### src/hdl/lau_pkg.sv
// Sign conditioning unit types
package lau_pkg;

	// Operand width, fixes the struct layouts below
	localparam int data_w = 16;

	// Signed two's-complement operand or result
	typedef logic [data_w-1:0] word_t;

	// Operation carried by each word
	typedef enum logic [1:0] {
		OP_PASS = 2'b00, // z = a
		OP_NEG  = 2'b01, // z = -a
		OP_ABS  = 2'b10, // z = |a|
		OP_NABS = 2'b11  // z = -|a|
	} op_e;

	// Prefix network structure
	typedef enum logic [1:0] {
		SLOW   = 2'b00, // Ripple chain, smallest
		MEDIUM = 2'b01, // Brent-Kung
		FAST   = 2'b10  // Sklansky, log2 depth
	} speed_e;

	// Request into the unit, 19 bits
	typedef struct packed {
		op_e   op;      // What to do with the operand
		logic  sat;     // Clamp to max positive on overflow
		word_t operand; // Signed input word
	} neg_req_t;

	// Record between negate and saturate stages, 18 bits
	typedef struct packed {
		word_t result; // Unclamped result
		logic  ovf;    // Most negative value was negated
		logic  sat;    // Saturation request, carried along
	} neg_mid_t;

	// Response out of the unit, 17 bits
	typedef struct packed {
		word_t result; // Final, possibly clamped, result
		logic  ovf;    // Overflow flag
	} neg_rsp_t;

	// Floor of log2(n); -1 when n < 1
	function automatic int log2floor(input int n);
		int    m;
		longint p; // Wide so doubling never wraps
		m = -1;
		p = 1;
		while (p <= n) begin
			m++;
			p = p * 2;
		end
		return m;
	endfunction

endpackage
### src/hdl/neg_unit.sv
// Sign conditioning unit top level
module neg_unit #(
	parameter lau_pkg::speed_e speed = lau_pkg::FAST // Prefix structure
) (
	input  logic              clk,
	input  logic              reset,     // Sync, active high

	// Request side
	input  logic              req_valid,
	output logic              req_ready,
	input  lau_pkg::neg_req_t req,

	// Response side
	output logic              rsp_valid,
	input  logic              rsp_ready,
	output lau_pkg::neg_rsp_t rsp
);
	import lau_pkg::*;

	logic     mid_valid; // Negate stage holds a word
	logic     mid_ready; // Saturate stage can take it
	neg_mid_t mid;       // Result, ovf and sat between stages

	// Stage 1, op decode and conditional complement
	negate_stage #(
		.speed(speed)
	) u_negate_stage (
		.clk      (clk),
		.reset    (reset),
		.in_valid (req_valid),
		.in_ready (req_ready),
		.in_req   (req),
		.out_valid(mid_valid),
		.out_ready(mid_ready),
		.out_mid  (mid)
	);

	// Stage 2, clamp on overflow
	sat_stage u_sat_stage (
		.clk      (clk),
		.reset    (reset),
		.in_valid (mid_valid),
		.in_ready (mid_ready),
		.in_mid   (mid),
		.out_valid(rsp_valid),
		.out_ready(rsp_ready),
		.out_rsp  (rsp)
	);

endmodule

### src/hdl/sat_stage.sv
// Saturate pipeline stage
module sat_stage (
	input  logic              clk,
	input  logic              reset,
	input  logic              in_valid,  // Word from negate stage
	output logic              in_ready,  // Backpressure to negate stage
	input  lau_pkg::neg_mid_t in_mid,
	output logic              out_valid, // Response present
	input  logic              out_ready, // Consumer takes it
	output lau_pkg::neg_rsp_t out_rsp
);
	import lau_pkg::*;

	// 0x7fff for 16 bits
	localparam word_t word_max = {1'b0, {(data_w - 1){1'b1}}};

	logic     clamp;    // Overflowed and saturation asked for
	neg_rsp_t rsp_next; // Response to load

	assign clamp = in_mid.ovf & in_mid.sat;

	// Replace the wrapped result, flag reported either way
	always_comb begin
		rsp_next.result = clamp ? word_max : in_mid.result;
		rsp_next.ovf    = in_mid.ovf;
	end

	// Same one-deep register scheme as the negate stage
	assign in_ready = ~out_valid | out_ready;

	always_ff @(posedge clk) begin
		if (reset) begin
			out_valid <= 1'b0;
		end else if (in_ready) begin
			out_valid <= in_valid;
		end
	end

	// Held stable while out_ready is low
	always_ff @(posedge clk) begin
		if (in_valid && in_ready) begin
			out_rsp <= rsp_next;
		end
	end

endmodule

### src/hdl/negate_stage.sv
// Negate pipeline stage
module negate_stage #(
	parameter lau_pkg::speed_e speed = lau_pkg::FAST // Prefix structure of neg_c
) (
	input  logic              clk,
	input  logic              reset,
	input  logic              in_valid,  // Request present
	output logic              in_ready,  // Stage can take it
	input  lau_pkg::neg_req_t in_req,
	output logic              out_valid, // Register holds a word
	input  logic              out_ready, // Saturate stage takes it
	output lau_pkg::neg_mid_t out_mid
);
	import lau_pkg::*;

	// 0x8000 for 16 bits, has no positive counterpart
	localparam word_t word_min = {1'b1, {(data_w - 1){1'b0}}};

	logic     sign;     // Operand sign bit
	logic     neg_en;   // Complementer enable
	logic     is_min;   // Operand is the most negative value
	word_t    negated;  // Complementer output
	neg_mid_t mid_next; // Record to load into the register

	assign sign   = in_req.operand[data_w-1];
	assign is_min = (in_req.operand == word_min);

	// Op decode
	always_comb begin
		case (in_req.op)
			OP_NEG:  neg_en = 1'b1;  // Always flip
			OP_ABS:  neg_en = sign;  // Only negatives
			OP_NABS: neg_en = ~sign; // Only zero and positives
			default: neg_en = 1'b0;  // OP_PASS
		endcase
	end

	neg_c #(
		.width(data_w),
		.speed(speed)
	) u_neg_c (
		.a  (in_req.operand),
		.neg(neg_en),
		.z  (negated)
	);

	// Negating word_min wraps back to word_min
	// NABS never negates a negative word, zero maps to zero
	always_comb begin
		mid_next.result = negated;
		mid_next.ovf    = neg_en & is_min & (in_req.op inside {OP_NEG, OP_ABS});
		mid_next.sat    = in_req.sat; // Acted on in the next stage
	end

	// Take a word when empty or when the current one leaves this cycle
	assign in_ready = ~out_valid | out_ready;

	// Valid bit
	always_ff @(posedge clk) begin
		if (reset) begin
			out_valid <= 1'b0;
		end else if (in_ready) begin
			out_valid <= in_valid; // Refill or drain
		end
	end

	// Payload, loads only on a transfer so it holds while stalled
	always_ff @(posedge clk) begin
		if (in_valid && in_ready) begin
			out_mid <= mid_next;
		end
	end

endmodule

### src/hdl/neg_c.sv
// Conditional two's complementer
module neg_c #(
	parameter int              width = 8,            // Operand width
	parameter lau_pkg::speed_e speed = lau_pkg::FAST // Prefix structure
) (
	input  logic [width-1:0] a,   // Operand
	input  logic             neg, // Negate enable
	output logic [width-1:0] z    // neg ? -a : a
);

	logic [width:0] ai; // Conditionally inverted operand, carry-in at bit 0
	logic [width:0] po; // Prefix propagate, po[i] = &ai[i:0]

	// -a = ~a + 1; carry-in of 1 sits below the inverted bits
	assign ai = {a ^ {width{neg}}, neg};

	// Carry into bit i is the AND of everything below it
	prefix_and #(
		.width(width + 1),
		.speed(speed)
	) u_prefix_and (
		.pi(ai),
		.po(po)
	);

	// Sum bit = inverted bit XOR incoming carry
	// neg low gives ai[0] = 0, so every carry is 0 and z = a
	assign z = ai[width:1] ^ po[width-1:0];

endmodule

### src/hdl/prefix_and.sv
// Parallel-prefix AND network
module prefix_and #(
	parameter int              width = 8,            // Number of propagate bits
	parameter lau_pkg::speed_e speed = lau_pkg::FAST // Tree structure
) (
	input  logic [width-1:0] pi, // Propagate in
	output logic [width-1:0] po  // po[i] = &pi[i:0]
);
	import lau_pkg::*;

	localparam int m = $clog2(width); // Levels of a full binary tree

	if (speed == FAST) begin : g_sklansky
		// Row l holds the prefixes of blocks of 2**l bits
		logic [width-1:0] pt [0:m];

		always_comb begin
			pt[0] = pi;
			for (int l = 1; l <= m; l++) begin
				for (int i = 0; i < width; i++) begin
					// Upper half of a 2**l block takes the lower half's top bit
					if (((i >> (l - 1)) & 1) == 1) begin
						pt[l][i] = pt[l-1][i] & pt[l-1][((i >> (l - 1)) << (l - 1)) - 1];
					end else begin
						pt[l][i] = pt[l-1][i]; // Lower half passes
					end
				end
			end
		end

		assign po = pt[m];
	end else if (speed == MEDIUM) begin : g_brent_kung
		// m up-sweep levels, then m-1 down-sweep levels
		localparam int lv = (m > 0) ? 2 * m - 1 : 0;

		logic [width-1:0] pt [0:lv];

		always_comb begin
			pt[0] = pi;

			// Up-sweep, combine at the top bit of each 2**l block
			for (int l = 1; l <= m; l++) begin
				for (int i = 0; i < width; i++) begin
					if ((i + 1) % (1 << l) == 0) begin
						pt[l][i] = pt[l-1][i] & pt[l-1][i - (1 << (l - 1))];
					end else begin
						pt[l][i] = pt[l-1][i];
					end
				end
			end

			// Down-sweep, fill in the middle of each block from the block below
			for (int l = m + 1; l <= lv; l++) begin
				for (int i = 0; i < width; i++) begin
					if (((i + 1) % (1 << (2 * m - l)) == (1 << (2 * m - l - 1))) &&
							(i >= (1 << (2 * m - l)))) begin
						pt[l][i] = pt[l-1][i] & pt[l-1][i - (1 << (2 * m - l - 1))];
					end else begin
						pt[l][i] = pt[l-1][i]; // Already complete or not yet due
					end
				end
			end
		end

		assign po = pt[lv];
	end else begin : g_serial
		// Plain ripple, width-1 AND gates deep
		logic [width-1:0] chain;

		assign chain[0] = pi[0];
		for (genvar i = 1; i < width; i++) begin : g_bit
			assign chain[i] = pi[i] & chain[i-1]; // Extend by one bit
		end

		assign po = chain;
	end

endmodule

### config.mk
export PLATFORM = sky130hd
export DESIGN_NAME = neg_unit
export DESIGN_NICKNAME = d
export VERILOG_FILES = /design/src/hdl/lau_pkg.sv /design/src/hdl/neg_unit.sv /design/src/hdl/sat_stage.sv /design/src/hdl/negate_stage.sv /design/src/hdl/neg_c.sv /design/src/hdl/prefix_and.sv
export SDC_FILE = /design/constraint.sdc
export NUM_CORES = 1
export LEC_CHECK = 0
export BUFFER_PORTS_ARGS = -buffer_cell sky130_fd_sc_hd__buf_2
export CAP_MARGIN = 0
export CORE_ASPECT_RATIO = 0.9
export CORE_UTILIZATION = 48
export CTS_CLUSTER_DIAMETER = 200
export DETAILED_ROUTE_END_ITERATION = 8
export PLACE_DENSITY = 0.79
export SLEW_MARGIN = 25
export SYNTH_ARGS = -nofsm -noshare
export SYNTH_HDL_FRONTEND = slang
export SYNTH_SLANG_ARGS = --single-unit
### constraint.sdc
create_clock -name clk -period 2.6 [get_ports clk]
set_input_delay 0.39 -clock clk [delete_from_list [all_inputs] [get_ports clk]]
set_output_delay 0.39 -clock clk [all_outputs]
set_load 0.01 [all_outputs]
==> out/qor.csv <==
stage,metric,value,unit
placement,dp_cells,243,
worst_setup_path,crit_cells,12,
logic_synthesis,synth_nets,187,
global_routing,grt_pass1_vias,1096,
logic_synthesis,yosys-top-cells-area,"edfxtp_1 55%, nand2b_1 5.6%, xnor2_1 4.1%",
timing,max_freq,454,MHz
timing,worstMarginPinSlew,0.723,ns
cts,cts-root-buf,clkbuf_8,
cts,cts_tree,built,
timing,fin_tns_setup,0,ns
routing,drtIter0Drc,129,
logic_synthesis,synthAdderAreaFrac,0.0262,
cts,htreeDepth,2,
finish,final_common_cell,buf_2,
cts,postCtsHoldBufs,0,
global_routing,gr-usage-met1,0.198,
worst_setup_path,reg2reg_to,u_negate_stage.out_mid[11]$_DFFE_PP_,
timing,max_slew_margin,0.518,
finish,multiInputGateArea,752,sq um
worst_setup_path,r2r_slack,1.08,ns
placement,hpwlAfterDp,2300,um
finish,design_area,0.00225,sq mm
logic_synthesis,syn_area,0.00191,sq mm
logic_synthesis,yosysSeqAreaShare,0.571,
worst_setup_path,cp-startpoint,req[17],
worst_setup_path,crit_top_cell,ha_1,
floorplan,dieArea,0.00424,sq mm
worst_setup_path,arrival,2.22,ns
finish,final.fill_count,297,
outcome,status,"complete, no violations",
timing,setup_ws,0.398,ns
worst_setup_path,crit_required,2.62,ns
routing,routed_wl,2970,um
worst_setup_path,r2r-start,u_sat_stage.out_valid$_SDFFE_PP0P_,
worst_setup_path,r2r_cells,3,
worst_setup_path,max_stage_delay,0.26,ns
floorplan,row_count,21,
finish,final_cells,250,
routing,first_pass_iters,4,
logic_synthesis,synth_xor_area_frac,0.0779,
pwr,total_power,1.31,mW
global_routing,grt_antenna_before_repair,0,
floorplan,initial_core_util,0.509,
global_routing,met3_usage,0.0438,
finish,finish.net_count,231,
timing,rsz0062_at_grt,no,
routing,wl_per_cell,11.9,um
logic_synthesis,synthSimpleGateAreaFrac,0.182,
worst_setup_path,crit_buf_inv,3,
logic_synthesis,syn_area_per_cell,11.9,sq um
timing,finalMaxSlewViolations,0,
cts,worst_setup_hold_path_clk_slew,0.06,ns
cts,cts_resized,0,
worst_setup_path,path_cells,"buf_2, inv_1, ha_1, mux2i_1, a21o_4, clkinv_2, ha_1, nor3b_2, nand3_1, nor4_1, nor3_2, xor2_1",
placement,io_buffers,41,
global_routing,met2_usage,0.255,
finish,final_cell_mix,"41 x buf_2, 35 x edfxtp_1, 17 x nand2b_1, 12 x a21oi_1",
worst_setup_path,crit_family,simple AND/OR/NAND/NOR gates,
finish,syn2layout_area_growth,17.7,%
routing,via_per_inst,5.24,
timing,layout_min_cycle_time,2.20,ns
finish,regArea,0.00109,sq mm
logic_synthesis,netlist_instances,160,
routing,antenna_left,0,
placement,pre_cts_ws,0.125,ns
finish,antenna_cells,0,
global_routing,grt_overflow,0,
floorplan,ios,42,
global_routing,grt_usage,0.158,
worst_setup_path,crit_type,input port to flip-flop,
placement,gp_congestion,0.867,
logic_synthesis,synth_cell_types,38,
worst_setup_path,crit_path_end,u_negate_stage.out_mid[16]$_DFFE_PP_,
timing,finalSetupViolCount,0,
cts,clk_path_buf_depth,2,
worst_setup_path,worstPathMaxFanout,9,
logic_synthesis,synthMuxAreaShare,0.0105,
logic_synthesis,synth_top_family_by_area,simple AND/OR/NAND/NOR gates,
floorplan,die_x,68.5,um
placement,placed_cell_area,0.00216,sq mm
cts,clkLatencyLatePin,0.28,ns
hold_path,hold_path_class,input port to flip-flop,
worst_setup_path,worstSetupStartpointType,input port,
global_routing,grt-busiest-layer,met2,
flow_run,drv_cap,0,
cts,cts_buffers,5,
pwr,cellPowerDensity,581,mW/mm^2
worst_setup_path,endpoint_kind,flip-flop,
floorplan,fp.dieH,61.9,um
cts,postCtsSetupBuffers,0,
worst_setup_path,cp_slowest_cell,a21o_4,
routing,drc,0,
logic_synthesis,ys_ff_latch,37,
timing,timing.final.crit_share,0.847,
timing,final_hold_viol_count,0,
pwr,peakVddDrop,0.213,mV
logic_synthesis,synth_top_area_frac,0.550,
timing,clock-skew-final,0.00447,ns
finish,drive_above_1_share,0.294,
pwr,p_leak,0.900,nW
logic_synthesis,synth.largest_area_cell,edfxtp_1,
logic_synthesis,synth_compound_area_frac,0.0969,
global_routing,grt_pass1_wl,4790,um
global_routing,grt_max_degree,19,
floorplan,design.core.area,0.00376,sq mm
cts,cts.sinks,37,
logic_synthesis,ys_warn_count,0,
hold_path,hold_path_depth,2,
routing,vias,1309,
[cell type report]
| cell class | count | share of cell area |
|---|---|---|
| multi-input combinational | 109 | 0.334 |
| tap | 46 | 0.0256 |
| sequential | 37 | 0.485 |
| timing repair buffer | 46 | 0.108 |
| clock buffer | 7 | 0.0384 |
| inverter | 5 | 0.00890 |
[flip-flops by register name, summed over array words and instances (netlist names)]
name and count:
u_sat_stage.out_rsp 17, u_negate_stage.out_mid 18, u_negate_stage.out_valid 1, u_sat_stage.out_valid 1
[stage by stage]
step                utilization  hold slack, ns
detailed placement        0.576           0.458
finish                    0.599           0.288
global placement          0.576           0.442
floorplan                     -           0.427
CTS                       0.599           0.277
global route              0.599           0.276
[where the power goes]
group	switching (mW)	internal (mW)	total, mW
registers	0.00917	0.717	0.726
logic	0.115	0.0917	0.207
clock network	0.164	0.210	0.374
[per-layer routing]
layer / wire length, um / up-vias / part of all wire
met5: 0 / - / 0
met4: 45 / 0 / 0.015
met3: 190 / 4 / 0.064
met2: 1380 / 46 / 0.46
met1: 1360 / 591 / 0.46
li1: - / 668 / -
[worst min-delay path by stage]
| stage | from | to | slack [ns] |
|---|---|---|---|
| 2_1_floorplan | u_negate_stage.out_mid[1]$_DFFE_PP_ | u_sat_stage.out_rsp[0]$_DFFE_PP_ | 0.43 |
| 3_3_place_gp | u_negate_stage.out_mid[1]$_DFFE_PP_ | u_sat_stage.out_rsp[0]$_DFFE_PP_ | 0.44 |
| 3_5_place_dp | u_negate_stage.out_mid[1]$_DFFE_PP_ | u_sat_stage.out_rsp[0]$_DFFE_PP_ | 0.46 |
| 4_1_cts | reset | u_sat_stage.out_valid$_SDFFE_PP0P_ | 0.28 |
| 5_1_grt | req[16] | u_negate_stage.out_mid[0]$_DFFE_PP_ | 0.28 |
| 6_report | reset | u_sat_stage.out_valid$_SDFFE_PP0P_ | 0.29 |
[logic make-up after synthesis]
kind of cell,Yosys count
adder cells (fa/ha/maj),4
AO/OA/AOI/OAI,31
XOR/XNOR,17
multiplexers,2
buffers and inverters,14
AND/OR/NAND/NOR,55
flip-flops,37
[Yosys cell counts]
cell and number:
nor3_1 2, nand2b_1 17, nor3b_2 1, a41o_1 1
clkbuf_1 4, a21o_1 2, nand4_1 2, nand4_2 1
o22ai_1 2, nor3_2 1, and3_1 4, mux2i_1 2
xnor2_1 9, clkinv_2 1, nor4_1 2, nor4_2 2
buf_2 3, a21oi_1 12, and2_1 2, a31oi_1 4
dfxtp_1 2, nor3_4 1, ha_1 4, o21ai_0 3
xor2_1 8, nand2_1 4, buf_4 1, a22oi_1 1
or4_1 1, nand3_1 3, nor2b_1 2, a21o_4 1
edfxtp_1 35, inv_1 4, nor4b_1 1, nor2_1 9
o21ai_1 5, buf_6 1
Power figures use the tool's default switching activity.
